===== src/dmacPkg.sv =====
// address map, timing constants and bus types shared by every register block file

package dmacPkg;

	// ========================================================================
	// bus widths and flash model size
	// ========================================================================

	localparam int ADDR_W = 24;
	localparam int DATA_W = 32;

	localparam int FLASH_WORDS = 256;
	localparam int FLASH_IDX_W = $clog2(FLASH_WORDS);

	// ========================================================================
	// address map
	// ========================================================================

	localparam logic [ADDR_W-1:0] FLASH_BASE      = 24'h000000; // window up to 0x07FFFF
	localparam logic [ADDR_W-1:0] FLASH_CTRL_ADDR = 24'h080000;
	localparam logic [ADDR_W-1:0] DMA_BASE        = 24'h100000; // four words

	localparam int FLASH_WIN_LSB = 19; // window spans 512 KB
	localparam int DMA_WIN_LSB   = 4;

	// ========================================================================
	// cycle timing, all counted in clocks
	// ========================================================================

	localparam int WAIT_CNT_W = 4;

	localparam logic [WAIT_CNT_W-1:0] WRITE_SETTLE  = 4'd3;
	localparam logic [WAIT_CNT_W-1:0] FLASH_ACK_LAT = 4'd2;
	localparam logic [WAIT_CNT_W-1:0] REG_WAIT      = 4'd2;

	// ========================================================================
	// bus structs
	// ========================================================================

	typedef struct packed {
		logic [ADDR_W-1:0] addr;
		logic [DATA_W-1:0] wdata;
		logic              rd;
		logic              wr;
	} busReqT;

	// same fields as the host request, strobes only reach the selected target
	typedef struct packed {
		logic [ADDR_W-1:0] addr;
		logic [DATA_W-1:0] wdata;
		logic              rd;
		logic              wr;
	} tgtReqT;

	typedef struct packed {
		logic [DATA_W-1:0] rdata;
		logic              done;
	} tgtRspT;

	typedef struct packed {
		logic [FLASH_IDX_W-1:0] index;
		logic [DATA_W-1:0]      wdata;
		logic                   read;
		logic                   write;
	} flashCmdT;

	typedef struct packed {
		logic [DATA_W-1:0] rdata;
		logic              ack;
	} flashRspT;

	typedef struct packed {
		logic [DATA_W-1:0] address;
		logic [DATA_W-1:0] count;
		logic [DATA_W-1:0] control;
	} dmaCfgT;

endpackage

===== src/dmaSetupRegs.sv =====
// DMA address, count and control registers with a read-only status word

`timescale 1ns/1ps

module dmaSetupRegs (
	input  logic            CLK,
	input  logic            nRST,
	input  dmacPkg::tgtReqT req,
	output dmacPkg::tgtRspT rsp,
	output dmacPkg::dmaCfgT cfg
);

	logic                              strobe;
	logic [dmacPkg::WAIT_CNT_W-1:0]    cnt;
	logic [dmacPkg::DATA_W-1:0]        addrReg;
	logic [dmacPkg::DATA_W-1:0]        countReg;
	logic [dmacPkg::DATA_W-1:0]        ctrlReg;
	logic                              countZero;

	assign strobe    = req.rd | req.wr;
	assign countZero = (countReg == '0);

	// ========================================================================
	// register writes, taken on the first clock of the cycle
	// ========================================================================

	always_ff @(posedge CLK or negedge nRST) begin
		if (!nRST) begin
			cnt      <= '0;
			addrReg  <= '0;
			countReg <= '0;
			ctrlReg  <= '0;
		end else begin
			if (!strobe)
				cnt <= '0;
			else if (cnt != dmacPkg::REG_WAIT)
				cnt <= cnt + 1'b1;

			if (req.wr && (cnt == '0)) begin
				case (req.addr[3:2])
					2'd0:    addrReg  <= req.wdata;
					2'd1:    countReg <= req.wdata;
					2'd2:    ctrlReg  <= req.wdata;
					default: ; // status word ignores writes
				endcase
			end
		end
	end

	always_comb begin
		case (req.addr[3:2])
			2'd0:    rsp.rdata = addrReg;
			2'd1:    rsp.rdata = countReg;
			2'd2:    rsp.rdata = ctrlReg;
			default: rsp.rdata = {{(dmacPkg::DATA_W-1){1'b0}}, countZero};
		endcase
		rsp.done = strobe && (cnt == dmacPkg::REG_WAIT);
	end

	always_comb begin
		cfg.address = addrReg;
		cfg.count   = countReg;
		cfg.control = ctrlReg;
	end

endmodule


===== config.mk =====
export PLATFORM = sky130hd
export DESIGN_NAME = dmaSetupRegs
export DESIGN_NICKNAME = d
export VERILOG_FILES = /design/src/dmacPkg.sv /design/src/dmaSetupRegs.sv
export SDC_FILE = /design/constraint.sdc
export NUM_CORES = 1
export LEC_CHECK = 0
export ABC_AREA = 0
export BUFFER_PORTS_ARGS = -buffer_cell sky130_fd_sc_hd__clkbuf_2
export CAP_MARGIN = 40
export CORE_MARGIN = 4
export CORE_UTILIZATION = 49
export DETAILED_ROUTE_END_ITERATION = 10
export PLACE_DENSITY = 0.81
export SKIP_LAST_GASP = 1
export SLEW_MARGIN = 20
export SYNTH_ARGS = -nofsm -noshare
export SYNTH_HDL_FRONTEND = slang
export SYNTH_SLANG_ARGS = --single-unit

===== constraint.sdc =====
create_clock -name CLK -period 2.4 [get_ports CLK]
set_input_delay 0.12 -clock CLK [delete_from_list [all_inputs] [get_ports CLK]]
set_output_delay 0.12 -clock CLK [all_outputs]
set_load 0.01 [all_outputs]

==> metrics <==
outcome=finished clean; cell internal pwr=0.00464 W; clock skew=0.0143 ns; overall routing resource usage=0.218; Mapped Nets=416; DR iter-0 viols=152; Post-DP Area=5670 um^2; number of post-CTS setup repair buffers=0; clock-pin slew on the worst setup and hold paths=0.10 ns; slowest cell on the critical path=or4_1; register area share after synthesis=0.535; fin nets=586; CP peak stage delay=0.60 ns; switching share of power=0.383; family with the most delay on the worst path=simple AND/OR/NAND/NOR gates; Max-Cap Viols=0; Area contributors post-synth=dfrtp_1 54%, mux2_2 16%, mux2_4 9.6%, mux2i_1 7.1%, o21ai_0 3.4%; Post-Synth Adder-Cell Area=0.00803; share of the synthesized area in the top cell type=0.535; Worst VDD drop=0.625 mV; P_leak=3.03 nW; top_reg_cell synth=dfrtp_1; num ports=189; Yosys Warn Count=0; Clk network pwr share=0.130; GRT overflow=0; Gate power share=0.429; largest net degree at the start of global routing=53; root buf cell=clkbuf_8; commonest non-fill, non-tap cell in the layout=clkbuf_2; Initial Util=0.504; simple-gate share of the synthesized area=0.0594; CTS tree=yes; worst-path maximum fanout=4; Avg Cell Area, Syn=13.2 um^2; antenna diode count=0; leading area contributor after synthesis=dfrtp_1; Post-DRT Antenna Nets=0; first-pass GRT wire length=19,400 um; Cell Chain, Critical Path=or4_1 > nor4_1 > nand4_1 > o21ai_1 > clkbuf_2; RSZ-0062 raised after global routing=false; Placeable Area=9280 um^2; post-route minimum period=2.24 ns; FF/Latch Area=2500 um^2; sequential power share=0.441; Longest Clk Path Bufs=2; final instance area=5870 um^2; WL final=11,900 um; setup violators final=0; EDFF count, synth=0; ratio of final minimum period to clock period=0.934; main combinational cell family by area after synthesis=multiplexers; Worst Reg-to-Reg Cells=5; Min-Delay Path Depth=2; worst skew pair latency=0.35 ns; post-synthesis mux area share=0.326; hpwl dp=8750 um; Filler cells=732; drt wl/cell=18.1 um; worst setup path class=reg -> out; via count=3,453; final core occ=0.633; CTS sink cnt=100; # port buffers=166; xor-xnor portion of the synthesized cell area=0.00375; Max-slew headroom=0.579; vias in the first global route=3,680; WP depth=5; Final Hold Fails=0; P_sw=0.00288 W; post-synth cell types=26; Synth Register Bits=100; gpl congestion=0.799; Critical Path RT=2.28 ns; worst path bufs/invs=1; fmax=0.446 GHz; worst min path class=in -> reg; vias per std cell=5.26; PD cells=1280 nW/um^2; setup TNS=0 ns; Multi-input gate area=2050 um^2; crit path DAT=2.12 ns; Tot Pwr=0.00752 W; area delta synth->final=25.6%; Die Area=11,200 um^2; Chip Width=106 um; fin. max-slew vios=0; Synth Cell Area=4680 um^2; placement row count=35; crit start category=flip-flop; initial antenna violation count=0; die height=106 um; Pre-antenna DRT Iters=4; CTS buffer count=9; asr flop ratio synth=1.00; Worst Tran Pin Value=0.631 ns; CP Capture Type=output port; Mapped Cells=353; most frequent cells in the layout=165 x clkbuf_2, 100 x dfrtp_1, 65 x mux2_2, 34 x nand2_1, 33 x mux2i_1; drt drc=0; Synth Area in Compound Gates=0.0375; # H-tree levels=3; share of post-route cells with drive strength above 1=0.553
[power groups by stage]
stage	logic (W)	registers [W]	clock network (W)
floorplan	0.00153	0.00352	0
global placement	0.00320	0.00326	0
detailed placement	0.00327	0.00333	0
CTS	0.00328	0.00330	0.00102
global route	0.00351	0.00344	0.00108
finish	0.00323	0.00331	0.000978
[state kept, by name, summed over array words and instances, names as in the netlist]
signal / cells
ctrlReg: 32
addrReg: 32
cnt: 4
countReg: 32
[final cells by class]
| type | instances | share of cell area |
|---|---|---|
| repair buffers | 180 | 0.165 |
| flip-flops and latches | 100 | 0.426 |
| clock buffers | 12 | 0.0247 |
| inverters | 4 | 0.00256 |
| well taps | 129 | 0.0275 |
| clock inverters | 4 | 0.00575 |
| multi-input cells | 228 | 0.349 |
[stage by stage]
stage	hold slack, ns	cells	worst slack [ns]
after floorplan	-0.176	353	0.743
after global placement	0.170	639	0.450
after detailed placement	0.183	639	0.450
after CTS	0.00231	657	0.0560
after global routing	0.000478	657	0.00422
final	0.0256	657	0.158
[layer usage]
| layer | wire length (um) | GRT usage | vias to the layer above |
|---|---|---|---|
| li1 | - | - | 1591 |
| met1 | 5340 | 0.287 | 1719 |
| met2 | 5650 | 0.365 | 139 |
| met3 | 858 | 0.0514 | 4 |
| met4 | 55 | 0.0555 | 0 |
| met5 | 0 | 0 | - |
[logic make-up after synthesis]
group / count (synthesis)
mux: 129
buf+inv: 25
compound gates: 35
xor+xnor: 2
flops: 100
simple gates: 59
fa+ha+maj: 3
[worst reg2reg max path: stages (launching register included)]
cell	delay, ns
dfrtp_1	0.43
inv_1	0.10
ha_1	0.18
nand4_2	0.40
buf_4	0.39
mux2_1	0.33
[path summary, 6_finish.rpt]
path                        startpoint           end  slack [ns]
hold / removal                 req[25]  countReg[23]        0.03
min in group asynchronous         nRST   addrReg[16]        0.32
setup reg to reg                cnt[0]    ctrlReg[6]        0.46
hold reg to reg             ctrlReg[8]    ctrlReg[8]        0.54
max in group asynchronous         nRST   countReg[9]        1.38
setup / recovery           countReg[1]        rsp[1]        0.16
[cells in the mapped netlist (2+ instances only)]
cell type and instances:
mux2_2 65, clkbuf_1 6, xnor2_1 2, nand2_1 34
a21oi_1 3, buf_2 8, nand3_1 3, nor2_1 7
ha_1 3, nor4_1 6, buf_4 4, buf_6 3
mux2_4 30, or4_1 2, dfrtp_1 100, mux2i_1 33
o21ai_0 32, inv_1 4
[timing repair]
action / CTS / global route
hold buffers: 2 / 0
endpoints found under the setup margin: 0 / 1
gates resized for setup: 0 / 1
hold endpoints to repair: 49 / 0
No activity file was read; power rests on OpenSTA's default activity.
