### src/dmacPkg.sv
// address map, timing constants and bus types shared by every register block file

package dmacPkg;

	// ========================================================================
	// bus widths and flash model size
	// ========================================================================

	localparam int ADDR_W = 24;
	localparam int DATA_W = 32;

	localparam int FLASH_WORDS = 256;
	localparam int FLASH_IDX_W = $clog2(FLASH_WORDS);

	// ========================================================================
	// address map
	// ========================================================================

	localparam logic [ADDR_W-1:0] FLASH_BASE      = 24'h000000; // window up to 0x07FFFF
	localparam logic [ADDR_W-1:0] FLASH_CTRL_ADDR = 24'h080000;
	localparam logic [ADDR_W-1:0] DMA_BASE        = 24'h100000; // four words

	localparam int FLASH_WIN_LSB = 19; // window spans 512 KB
	localparam int DMA_WIN_LSB   = 4;

	// ========================================================================
	// cycle timing, all counted in clocks
	// ========================================================================

	localparam int WAIT_CNT_W = 4;

	localparam logic [WAIT_CNT_W-1:0] WRITE_SETTLE  = 4'd3;
	localparam logic [WAIT_CNT_W-1:0] FLASH_ACK_LAT = 4'd2;
	localparam logic [WAIT_CNT_W-1:0] REG_WAIT      = 4'd2;

	// ========================================================================
	// bus structs
	// ========================================================================

	typedef struct packed {
		logic [ADDR_W-1:0] addr;
		logic [DATA_W-1:0] wdata;
		logic              rd;
		logic              wr;
	} busReqT;

	// same fields as the host request, strobes only reach the selected target
	typedef struct packed {
		logic [ADDR_W-1:0] addr;
		logic [DATA_W-1:0] wdata;
		logic              rd;
		logic              wr;
	} tgtReqT;

	typedef struct packed {
		logic [DATA_W-1:0] rdata;
		logic              done;
	} tgtRspT;

	typedef struct packed {
		logic [FLASH_IDX_W-1:0] index;
		logic [DATA_W-1:0]      wdata;
		logic                   read;
		logic                   write;
	} flashCmdT;

	typedef struct packed {
		logic [DATA_W-1:0] rdata;
		logic              ack;
	} flashRspT;

	typedef struct packed {
		logic [DATA_W-1:0] address;
		logic [DATA_W-1:0] count;
		logic [DATA_W-1:0] control;
	} dmaCfgT;

endpackage
### src/regBusControl.sv
// host side of the register bus, decodes each cycle to one target and returns term and read data

`timescale 1ns/1ps

module regBusControl (
	input  logic                           CLK,
	input  logic                           nRST,
	input  dmacPkg::busReqT                req,
	output dmacPkg::tgtReqT                flashReq,
	input  dmacPkg::tgtRspT                flashRsp,
	output dmacPkg::tgtReqT                dmaReq,
	input  dmacPkg::tgtRspT                dmaRsp,
	output logic                           term,
	output logic [dmacPkg::DATA_W-1:0]     rdata
);

	typedef enum logic [1:0] {
		selNone,
		selFlash,
		selDma
	} selT;

	logic                              strobe;
	logic                              active;   // strobe was high last clock
	selT                               selNow;
	selT                               selReg;
	selT                               sel;
	logic [dmacPkg::WAIT_CNT_W-1:0]    waitCnt;
	logic                              noneDone;
	logic                              selDone;
	logic [dmacPkg::DATA_W-1:0]        selRdata;

	assign strobe = req.rd | req.wr;

	// ========================================================================
	// address decode
	// ========================================================================

	always_comb begin
		if (req.addr[dmacPkg::ADDR_W-1:dmacPkg::FLASH_WIN_LSB] ==
				dmacPkg::FLASH_BASE[dmacPkg::ADDR_W-1:dmacPkg::FLASH_WIN_LSB])
			selNow = selFlash;
		else if (req.addr == dmacPkg::FLASH_CTRL_ADDR)
			selNow = selFlash; // control register lives in the flash block
		else if (req.addr[dmacPkg::ADDR_W-1:dmacPkg::DMA_WIN_LSB] ==
				dmacPkg::DMA_BASE[dmacPkg::ADDR_W-1:dmacPkg::DMA_WIN_LSB])
			selNow = selDma;
		else
			selNow = selNone;
	end

	// decode on the first clock, then hold until the strobe drops
	always_ff @(posedge CLK or negedge nRST) begin
		if (!nRST) begin
			active <= 1'b0;
			selReg <= selNone;
		end else begin
			active <= strobe;
			if (strobe && !active)
				selReg <= selNow;
		end
	end

	assign sel = active ? selReg : selNow;

	always_comb begin
		flashReq.addr  = req.addr;
		flashReq.wdata = req.wdata;
		flashReq.rd    = req.rd && (sel == selFlash);
		flashReq.wr    = req.wr && (sel == selFlash);
		dmaReq.addr    = req.addr;
		dmaReq.wdata   = req.wdata;
		dmaReq.rd      = req.rd && (sel == selDma);
		dmaReq.wr      = req.wr && (sel == selDma);
	end

	// unmapped cycles just wait out REG_WAIT
	always_ff @(posedge CLK or negedge nRST) begin
		if (!nRST)
			waitCnt <= '0;
		else if (!strobe || sel != selNone)
			waitCnt <= '0;
		else if (!noneDone)
			waitCnt <= waitCnt + 1'b1;
	end

	assign noneDone = (waitCnt == dmacPkg::REG_WAIT);

	always_comb begin
		case (sel)
			selFlash: begin
				selDone  = flashRsp.done;
				selRdata = flashRsp.rdata;
			end
			selDma: begin
				selDone  = dmaRsp.done;
				selRdata = dmaRsp.rdata;
			end
			default: begin
				selDone  = noneDone;
				selRdata = '0; // unmapped reads return zero
			end
		endcase
	end

	// term follows done by one clock and drops the clock after the strobe
	always_ff @(posedge CLK or negedge nRST) begin
		if (!nRST) begin
			term  <= 1'b0;
			rdata <= '0;
		end else begin
			term <= strobe && selDone;
			if (strobe && selDone && !term)
				rdata <= selRdata;   // held for as long as term stays up
		end
	end

endmodule

### config.mk
export PLATFORM = sky130hd
export DESIGN_NAME = regBusControl
export DESIGN_NICKNAME = d
export VERILOG_FILES = /design/src/dmacPkg.sv /design/src/regBusControl.sv
export SDC_FILE = /design/constraint.sdc
export NUM_CORES = 1
export LEC_CHECK = 0
export BUFFER_PORTS_ARGS = -buffer_cell sky130_fd_sc_hd__buf_2
export CAP_MARGIN = 30
export CORE_AREA = 2 2 108 110
export CTS_CLUSTER_DIAMETER = 120
export DETAILED_ROUTE_END_ITERATION = 6
export DIE_AREA = 0 0 110 112
export GPL_TIMING_DRIVEN = 0
export PLACE_DENSITY = 0.64
export SYNTH_ARGS = -nofsm -noshare
export SYNTH_HDL_FRONTEND = slang
export SYNTH_SLANG_ARGS = --single-unit
export TNS_END_PERCENT = 30
### constraint.sdc
create_clock -name CLK -period 2.25 [get_ports CLK]
set_input_delay 0.1125 -clock CLK [delete_from_list [all_inputs] [get_ports CLK]]
set_output_delay 0.1125 -clock CLK [all_outputs]
set_load 0.02 [all_outputs]
==> impl_metrics.tcl <==
set metrics [dict create \
    worst-path-buf-inv 4 \
    power_density_nw_per_um2 535 \
    syn_avg_cell_area_um2 10.2 \
    crit_family "compound AO/OA/AOI/OAI gates" \
    final_max_slew_viol_count 0 \
    fp.dieW_um 110 \
    cts.sinks 40 \
    synth_ff_type "dfrtp_1" \
    first_pass_iters 4 \
    relSlewSlack_pct 58.3 \
    drt_iter0_drc 84 \
    criticalPathCategory "input pin to flip-flop" \
    cts_root_buffer "clkbuf_16" \
    synth_enable_flop_cells 0 \
    timing.fmax_ghz 0.423 \
    hpwl_um 7460 \
    peakVddDrop_mv 0.317 \
    yosysWarnings 0 \
    swShare_pct 31.0 \
    crit_fanout 10 \
    cp.required_ps 2420 \
    period_needed_ps 2360 \
    fp.coreArea_um2 11200 \
    antenna_found_initial 1 \
    worstMarginPinSlew_ps 624 \
    critPathLaunchType "input pin" \
    leakage_nw 2.69 \
    wl_met2_um 5000 \
    viasPerCell 4.21 \
    cts_tree "built" \
    yosysSeqAreaShare_pct 31.2 \
    synth_most_common_cell "buf_4" \
    grt_first_pass_wirelength_um 13800 \
    post_drt_wl_per_cell_um 13.0 \
    p_int_mw 1.87 \
    diodes 0 \
    skew_ps 7.35 \
    vias 3020 \
    ys_types 36 \
    die_area_um2 12300 \
    drv_cap 0 \
    io_pins 275 \
    ant_nets 0 \
    fill_cells 1106 \
    rsz0062_at_grt "yes" \
    finalHoldViolations 0 \
    clockPowerShare_pct 31.4 \
    p_switching_uw 836 \
    synthArstFlopShare_pct 100 \
    core.rowCount 39 \
    finalSetupViolCount 34 \
    place.gp.congestion 0.780 \
    cts_buffers 5 \
    synth.ff_latch_count 40 \
    grt_max_degree 41 \
    fin_nets 704 \
    max_stage_delay_ps 310 \
    wl_um 9320 \
    power_frac_seq_pct 29.8 \
    syn_area_um2 3200 \
    synth_top_area_share_pct 31.2 \
    place_ws_ps -803 \
    r2r_end "rdata[30]" \
    fin_area_um2 5050 \
    htreeDepth 2 \
    cts_buffer_depth 2 \
    rr_startpoint "active" \
    grt_pass1_vias 2927 \
    track_usage_pct 14.2 \
    synth_area_leaders "dfrtp_1 31%, buf_4 26%, mux2_4 14%" \
    worstPathArrival_ps 2530 \
    crit_chain "buf_4 -> nor4_4 -> and4_1 -> a21boi_2 -> o31ai_2 -> ha_2 -> buf_6 -> a22oi_2 -> a2111oi_4 -> buf_6 -> buf_12 -> mux2_4" \
    drc 0 \
    synth_top_area_cell "dfrtp_1" \
    rrSetupSlack_ps -90 \
    start_util_pct 28.7 \
    endpoint_kind "flip-flop" \
    drive_gt1_share_pct 74.2 \
    cp_common_cell "buf_6" \
    clk_latency_ps 290 \
    io_buffers 242 \
    min_path_type "input pin to asynchronous set/reset pin" \
    violations "setup timing" \
    cp_slowest_cell "a2111oi_4" \
    pwr-share-comb_pct 38.9 \
    syn_inst 313 \
    cts.clk_slew.worst_paths_ps 60 \
    die_y_um 112 \
    wl_met3_um 618 \
    area_delta_synth_final_pct 57.7 \
    dr.max_layer_used "met4" \
    reg2reg_depth 9 \
    met1_length_um 3620 \
    fin_tns_setup_ps -3140 \
    synth_fp_nets 444 \
    ys_top_cells_by_count "112 x buf_4, 40 x dfrtp_1, 33 x a22oi_1, 32 x nor2b_1, 30 x mux2_4" \
    overflow 0 \
    placed_cell_area_um2 4610 \
    period_share_pct 105 \
    status "complete, but fails checks" \
    fin_ws_ps -114 \
]
-- worst max path at each step --
| stage | startpoint | to | slack (ps) | cells after the start |
|---|---|---|---|---|
| 6_report | req[38] | rdata[30] | -110 | 12 |
| 5_1_grt | req[38] | rdata[30] | -240 | 12 |
| 4_1_cts | req[52] | rdata[30] | -190 | 12 |
| 3_5_place_dp | req[40] | rdata[28] | -800 | 11 |
| 3_3_place_gp | req[38] | rdata[0] | -770 | 11 |
| 2_1_floorplan | req[40] | rdata[0] | -130 | 10 |
-- per-stage QoR --
stage          hold slack, ps  std cells  util [%]  total power [mW]
6_report                  162        717      45.2              2.70
5_1_grt                   166        717      45.2              2.86
4_1_cts                   217        709      43.5              2.64
3_5_place_dp              309        698      41.3              1.75
3_3_place_gp              294        698      41.3              1.73
2_1_floorplan            -183        313         -              1.47
-- layer usage --
metal  vias to the layer above  GRT usage (%)
met2                       123           26.2
met1                      1415           16.7
met5                         -              0
met4                         0           3.46
li1                       1476              -
met3                         6           2.58
-- layout by cell type (no fill, tap or decap), types with 3 or more instances in the layout --
cell,n
a22oi_1,32
and2_1,4
buf_12,4
buf_2,237
buf_4,122
buf_6,6
clkbuf_1,7
clkbuf_16,6
dfrtp_1,39
mux2_4,30
nand2_1,3
nor2_1,5
nor2b_1,32
nor4_4,3
-- layout make-up --
type | count | area [um^2] | area share (%)
inverter | 2 | 7.51 | 0.149
tap | 143 | 179 | 3.54
sequential | 40 | 1000 | 19.8
clock inverter | 2 | 38.8 | 0.768
buffer | 126 | 966 | 19.1
multi-input combinational | 144 | 1360 | 26.8
timing repair buffer | 254 | 1370 | 27.0
clock buffer | 6 | 139 | 2.75
-- kinds of logic after synthesis --
| logic type | count (synthesis) | share of synthesized area (%) |
|---|---|---|
| flip-flops | 40 | 31.2 |
| XOR/XNOR | 2 | 0.547 |
| multiplexers | 32 | 14.8 |
| buffers and inverters | 129 | 29.0 |
| adder cells (fa/ha/maj) | 5 | 1.95 |
| AO/OA/AOI/OAI | 46 | 11.1 |
| AND/OR/NAND/NOR | 59 | 11.4 |
-- state kept, by name, indices dropped and copies added, names as in the netlist --
name and count:
active 1, rdata 32, selReg 2, term 1
waitCnt 4
-- power groups by stage --
| stage | logic, mW | registers, mW | clock network [mW] |
|---|---|---|---|
| finish | 1.05 | 0.805 | 0.848 |
| global route | 1.13 | 0.809 | 0.913 |
| CTS | 0.960 | 0.804 | 0.875 |
| detailed placement | 0.938 | 0.814 | 0 |
| global placement | 0.921 | 0.812 | 0 |
| floorplan | 0.653 | 0.820 | 0 |
-- repair_timing --
action / 4_1_cts / 5_1_grt
endpoints found under the hold margin: 24 / 0
endpoints found under the setup margin: 36 / 36
setup buffers: 3 / 6
gates cloned: 0 / 1
pin swaps: 5 / 2
resized for setup: 8 / 30
hold buffers: 1 / 0
Power figures use the tool's default switching activity.
