### src/dmacPkg.sv
// address map, timing constants and bus types shared by every register block file

package dmacPkg;

	// ========================================================================
	// bus widths and flash model size
	// ========================================================================

	localparam int ADDR_W = 24;
	localparam int DATA_W = 32;

	localparam int FLASH_WORDS = 256;
	localparam int FLASH_IDX_W = $clog2(FLASH_WORDS);

	// ========================================================================
	// address map
	// ========================================================================

	localparam logic [ADDR_W-1:0] FLASH_BASE      = 24'h000000; // window up to 0x07FFFF
	localparam logic [ADDR_W-1:0] FLASH_CTRL_ADDR = 24'h080000;
	localparam logic [ADDR_W-1:0] DMA_BASE        = 24'h100000; // four words

	localparam int FLASH_WIN_LSB = 19; // window spans 512 KB
	localparam int DMA_WIN_LSB   = 4;

	// ========================================================================
	// cycle timing, all counted in clocks
	// ========================================================================

	localparam int WAIT_CNT_W = 4;

	localparam logic [WAIT_CNT_W-1:0] WRITE_SETTLE  = 4'd3;
	localparam logic [WAIT_CNT_W-1:0] FLASH_ACK_LAT = 4'd2;
	localparam logic [WAIT_CNT_W-1:0] REG_WAIT      = 4'd2;

	// ========================================================================
	// bus structs
	// ========================================================================

	typedef struct packed {
		logic [ADDR_W-1:0] addr;
		logic [DATA_W-1:0] wdata;
		logic              rd;
		logic              wr;
	} busReqT;

	// same fields as the host request, strobes only reach the selected target
	typedef struct packed {
		logic [ADDR_W-1:0] addr;
		logic [DATA_W-1:0] wdata;
		logic              rd;
		logic              wr;
	} tgtReqT;

	typedef struct packed {
		logic [DATA_W-1:0] rdata;
		logic              done;
	} tgtRspT;

	typedef struct packed {
		logic [FLASH_IDX_W-1:0] index;
		logic [DATA_W-1:0]      wdata;
		logic                   read;
		logic                   write;
	} flashCmdT;

	typedef struct packed {
		logic [DATA_W-1:0] rdata;
		logic              ack;
	} flashRspT;

	typedef struct packed {
		logic [DATA_W-1:0] address;
		logic [DATA_W-1:0] count;
		logic [DATA_W-1:0] control;
	} dmaCfgT;

endpackage
### src/flashRegisters.sv
// flash window and flash control register that turn bus cycles into single flash commands

`timescale 1ns/1ps

module flashRegisters (
	input  logic              CLK,
	input  logic              nRST,
	input  dmacPkg::tgtReqT   req,
	output dmacPkg::tgtRspT   rsp,
	output dmacPkg::flashCmdT cmd,
	input  dmacPkg::flashRspT flashRsp
);

	logic                              strobe;
	logic                              isCtrl;
	logic                              wrEn;
	logic [dmacPkg::WAIT_CNT_W-1:0]    cnt;      // clocks since strobe rise
	logic                              doneReg;
	logic [dmacPkg::DATA_W-1:0]        ctrlReg;
	logic [dmacPkg::DATA_W-1:0]        readData;

	assign strobe = req.rd | req.wr;
	assign isCtrl = (req.addr == dmacPkg::FLASH_CTRL_ADDR);
	assign wrEn   = ctrlReg[0];

	always_ff @(posedge CLK or negedge nRST) begin
		if (!nRST)
			cnt <= '0;
		else if (!strobe)
			cnt <= '0;
		else if (cnt != '1)
			cnt <= cnt + 1'b1; // saturates on long stretched cycles
	end

	// ========================================================================
	// commands toward the flash array
	// ========================================================================

	always_comb begin
		cmd.index = req.addr[dmacPkg::FLASH_IDX_W+1:2]; // window aliases onto the array
		cmd.wdata = req.wdata;
		cmd.read  = req.rd && !isCtrl && (cnt == '0);
		// write only goes out after the strobe has settled
		cmd.write = req.wr && !isCtrl && wrEn && (cnt == dmacPkg::WRITE_SETTLE);
	end

	// ========================================================================
	// control register and completion
	// ========================================================================

	always_ff @(posedge CLK or negedge nRST) begin
		if (!nRST) begin
			ctrlReg <= '0;
			doneReg <= 1'b0;
		end else begin
			if (req.wr && isCtrl && (cnt == '0))
				ctrlReg <= req.wdata;

			if (!strobe)
				doneReg <= 1'b0;
			else if (flashRsp.ack)
				doneReg <= 1'b1;
			else if (req.wr && !isCtrl && !wrEn &&
					(cnt == dmacPkg::WRITE_SETTLE + dmacPkg::FLASH_ACK_LAT + 1'b1))
				doneReg <= 1'b1; // disabled write finishes as if the array had acked
		end
	end

	// read data is captured on the ack
	always_ff @(posedge CLK or negedge nRST) begin
		if (!nRST)
			readData <= '0;
		else if (flashRsp.ack && req.rd)
			readData <= flashRsp.rdata;
	end

	always_comb begin
		rsp.rdata = isCtrl ? ctrlReg : readData;
		rsp.done  = strobe && (doneReg || (isCtrl && cnt >= dmacPkg::REG_WAIT));
	end

endmodule

### config.mk
export PLATFORM = sky130hd
export DESIGN_NAME = flashRegisters
export DESIGN_NICKNAME = d
export VERILOG_FILES = /design/src/dmacPkg.sv /design/src/flashRegisters.sv
export SDC_FILE = /design/constraint.sdc
export NUM_CORES = 1
export LEC_CHECK = 0
export BUFFER_PORTS_ARGS = -buffer_cell sky130_fd_sc_hd__buf_2
export CAP_MARGIN = 20
export CORE_UTILIZATION = 45
export CTS_BUF_LIST = sky130_fd_sc_hd__clkbuf_8
export CTS_CLUSTER_DIAMETER = 40
export DETAILED_ROUTE_END_ITERATION = 6
export PLACE_DENSITY = 0.89
export RECOVER_POWER = 100
export SLEW_MARGIN = 20
export SYNTH_ARGS = -nofsm -noshare
export SYNTH_HDL_FRONTEND = slang
export SYNTH_SLANG_ARGS = --single-unit
### constraint.sdc
create_clock -name CLK -period 2.2 [get_ports CLK]
set_input_delay 0 -clock CLK [delete_from_list [all_inputs] [get_ports CLK]]
set_output_delay 0 -clock CLK [all_outputs]
set_load 0.01 [all_outputs]
==> results.md <==
- Antenna violations before repair: 0
- Worst slack at placement: roughly 0.35 ns
- Final standard cell area without fillers: roughly 5000 um^2
- Worst Path Max Fanout: 18
- Share of async-settable or async-resettable flops after synthesis: between 90% and 100%
- Post-synthesis cell area: approximately 3600 um^2
- Worst Skew: 0.01060 ns
- Multi-input combinational cell area: about 1300 um^2
- Number of instances in the synthesized netlist: 255
- Global-route congestion overflow total: 0
- Area fraction of the dominant cell type after synthesis: approximately 48%
- Hold_ws: 0.03608 ns
- Die X: approximately 91 um
- Via density per instance: between 4 and 5
- Maximum cell stage delay along the critical path: roughly 0.44 ns
- Cell count of the worst hold path: 3
- Library cells used by synthesis: 27
- TNS Setup: 0 ns
- Lkg Pwr: roughly 2.3 nW
- Seq/Total Area, Yosys: ~48%
- Number of port buffers: 167
- Largest buffer count on any clock path: 2
- Critical path capture point type: register
- Start-to-end type of the worst setup path: reg2reg
- Top cells by count, synth: sky130_fd_sc_hd__dfrtp_1 (69), sky130_fd_sc_hd__mux2_2 (64), sky130_fd_sc_hd__buf_4 (43)
- First drt pass iteration count: 4
- Endpoint of the lowest-slack register-to-register path: ctrlReg[20]
- Hold Path Class: in2reg
- Tcrit/Tclk final: a little under nine tenths
- Slowest stage cell on the critical path: sky130_fd_sc_hd__dfrtp_1
- Share of final-layout standard cells stronger than drive strength 1: roughly two fifths
- Syn_nets: 351
- Overall die area: just over 8000 um^2
- Power per unit of standard cell area: a little under 700 nW/um^2
- Number of vias after detailed routing: between 2000 and 3000
- Run status: completed
- Routed len/inst: roughly 16 um
- Met1 Use GR: a little under a quarter
- ANT nets after route: 0
- Post-layout net count: between 500 and 600
- Max Freq: 527.2 MHz
- Wire length after detailed routing: around 8.9 mm
- Most used flip-flop cell after synthesis: sky130_fd_sc_hd__dfrtp_1
- Avg Synthesized Cell Area: between 10 and 15 um^2
- Final GP Congestion: roughly 0.79
- Setup slack of the critical path after layout: around 0.30 ns
- Critical Path AT: 2.10 ns
- Placement-stage cell area: approximately 4200 um^2
- Max-capacitance violation count: 0
- Startpoint of the lowest-slack register-to-register path: cnt[0]
- Fill cell instance count of the final layout: around 660
- Top area cells in the synthesized netlist: sky130_fd_sc_hd__dfrtp_1 (48%), sky130_fd_sc_hd__mux2_2 (20%), sky130_fd_sc_hd__mux2_4 (13%), sky130_fd_sc_hd__buf_4 (9.1%), sky130_fd_sc_hd__ha_1 (1.1%)
- Storage element area: ~1700 um^2
- Clock root buffer: sky130_fd_sc_hd__clkbuf_8
- Depth of the most critical reg-to-reg path: 6
- GRT Total Usage: between 20 and 25%
- Maximum number of pins on one net before global-route repair: 37
- Normalized max-slew margin: between 40% and 50%
- Number of ports placed on the die boundary: between 150 and 200
- Clock buffers created by TritonCTS: 9
- H-tree depth reported by CTS: 3
- Post-layout minimum cycle time: 1.897 ns
- Max Transition Viols Final: 0
- Placeable core area: 7687 um^2
- Data required time at the worst endpoint: between 2 and 2.5 ns
- Warnings from Yosys: 0
- Post-CTS clock slew at the launch and capture registers of the worst setup and hold paths: around 0.080 ns
- Clock net sink count: 69
- Post CTS Setup Buffer Count: 0
- TritonCTS clock tree: yes
- Synthesis-stage register bit count: 69
- Number of global-route vias before repair: roughly 3000
- Met2 track demand over resource: a little over two fifths
- Largest area contributor in the synthesized netlist: sky130_fd_sc_hd__dfrtp_1
- Hold Fails Final Rpt: 0
- Crit path launch type: register
- RSZ-0062 raised after global routing: false
- Global route hottest layer: met2
- Total number of placement rows: 32
- Total half-perimeter wirelength after legalization and detailed placement: 5.687 mm
- Clock latency on the worst-skew pair: 0.33 ns
- Critical path, cell by cell: inv_1 -> ha_1 -> nand3_1 -> nor3_1 -> buf_4 -> mux2_1
- Total setup violations reported at the end of the flow: 0
- Number of flops mapped to enable cells by yosys: 0
- Slew @ Worst Pin: between 0.8 and 0.9 ns
- Hold path startpoint: req[1]
- Highest ir drop seen on vdd: between 300 and 400 uV
- # DRC: 0
- Starting density of the core: ~46%
- Final core area utilization: between 60 and 70%
- Hold_buf cts: 67
- Hold worst-path end: cnt[1]
- Quantity of gates resized following cts: 0
- DIE HEIGHT: about 91 um
- Area Overhead vs Synth: 37.41%
- Wire length of the first global-routing pass: 14.37 mm
- Number of antenna cells inserted: 0
- Reg2reg setup slack: 0.30 ns
- Cell with the most instances after synthesis: sky130_fd_sc_hd__dfrtp_1
- Starting DRC count in detailed routing: 109
- GR Layer Usage met3: under 10%
## worst max path at each step
stage,start,endpoint,cells past startpoint
global route,cnt[0],ctrlReg[19],6
detailed placement,cnt[0],ctrlReg[31],6
CTS,cnt[0],ctrlReg[31],6
finish,cnt[0],ctrlReg[20],6
global placement,cnt[0],ctrlReg[31],6
floorplan,cnt[0],ctrlReg[0],6
## flip-flops by register name, summed over array words and instances (netlist names)
signal	cells
readData	32
ctrlReg	32
doneReg	1
cnt	4
## per-layer routing
layer | vias up | wire (um)
met5 | - | 0
met4 | 0 | 120
met3 | 14 | 424
met2 | 103 | 4884
met1 | 1344 | 3511
li1 | 1268 | -
## layout make-up
cell class	instances	area share (%)
Sequential cell	69	35.28
Inverter	2	0.1534
Tap cell	102	2.607
Clock inverter	6	1.764
Multi-Input combinational cell	135	27.53
Clock buffer	10	2.812
Timing Repair Buffer	241	29.86
## cells in the final DEF (no fill, tap or decap), types with 2 or more instances in the layout
master                          instances
sky130_fd_sc_hd__ha_1                   3
sky130_fd_sc_hd__clkinv_2               2
sky130_fd_sc_hd__mux2_4                 3
sky130_fd_sc_hd__bufinv_16              2
sky130_fd_sc_hd__dlygate4sd3_1         67
sky130_fd_sc_hd__buf_2                 93
sky130_fd_sc_hd__inv_1                  2
sky130_fd_sc_hd__nand3_1                5
sky130_fd_sc_hd__mux2_2                64
sky130_fd_sc_hd__nor4_1                 5
sky130_fd_sc_hd__mux2_1                29
sky130_fd_sc_hd__nor2_1                 9
sky130_fd_sc_hd__clkbuf_2               5
sky130_fd_sc_hd__nand2_1                2
sky130_fd_sc_hd__dfrtp_1               69
sky130_fd_sc_hd__nor3_1                 2
sky130_fd_sc_hd__buf_4                  4
sky130_fd_sc_hd__clkbuf_8              10
sky130_fd_sc_hd__clkbuf_1              72
sky130_fd_sc_hd__nand4_1                2
## report_power, final
| part | internal (mW) | switching, mW | leakage, nW |
|---|---|---|---|
| clock network | 0.667 | 0.477 | 0.112 |
| registers | 1.39 | 0.0898 | 0.884 |
| logic | 0.392 | 0.346 | 1.32 |
| total | 2.45 | 0.912 | 2.32 |
## critical path: cells and delay by family (launching register included)
kind	cells	cell delay (ns)
buffers and inverters	2	0.44
muxes	1	0.37
DFF	1	0.44
adders and majority gates	1	0.18
and+or+nand+nor	2	0.32
## kinds of logic after synthesis
logic type	count (synthesis)	synth area share, %
adder cells (fa/ha/maj)	3	1.054
multiplexers	97	33.79
buffers and inverters	51	10.54
AO/OA/AOI/OAI	4	0.8433
XOR/XNOR	1	0.2459
flip-flops	69	48.47
AND/OR/NAND/NOR	30	5.058
## stage by stage
| stage | power (mW) | instances |
|---|---|---|
| after global routing | 3.521 | 565 |
| after global placement | 2.127 | 482 |
| after CTS | 3.427 | 565 |
| after detailed placement | 2.172 | 482 |
| final | 3.358 | 565 |
| after floorplan | 1.899 | 255 |
Note: power is estimated with default switching activity, not from simulation.
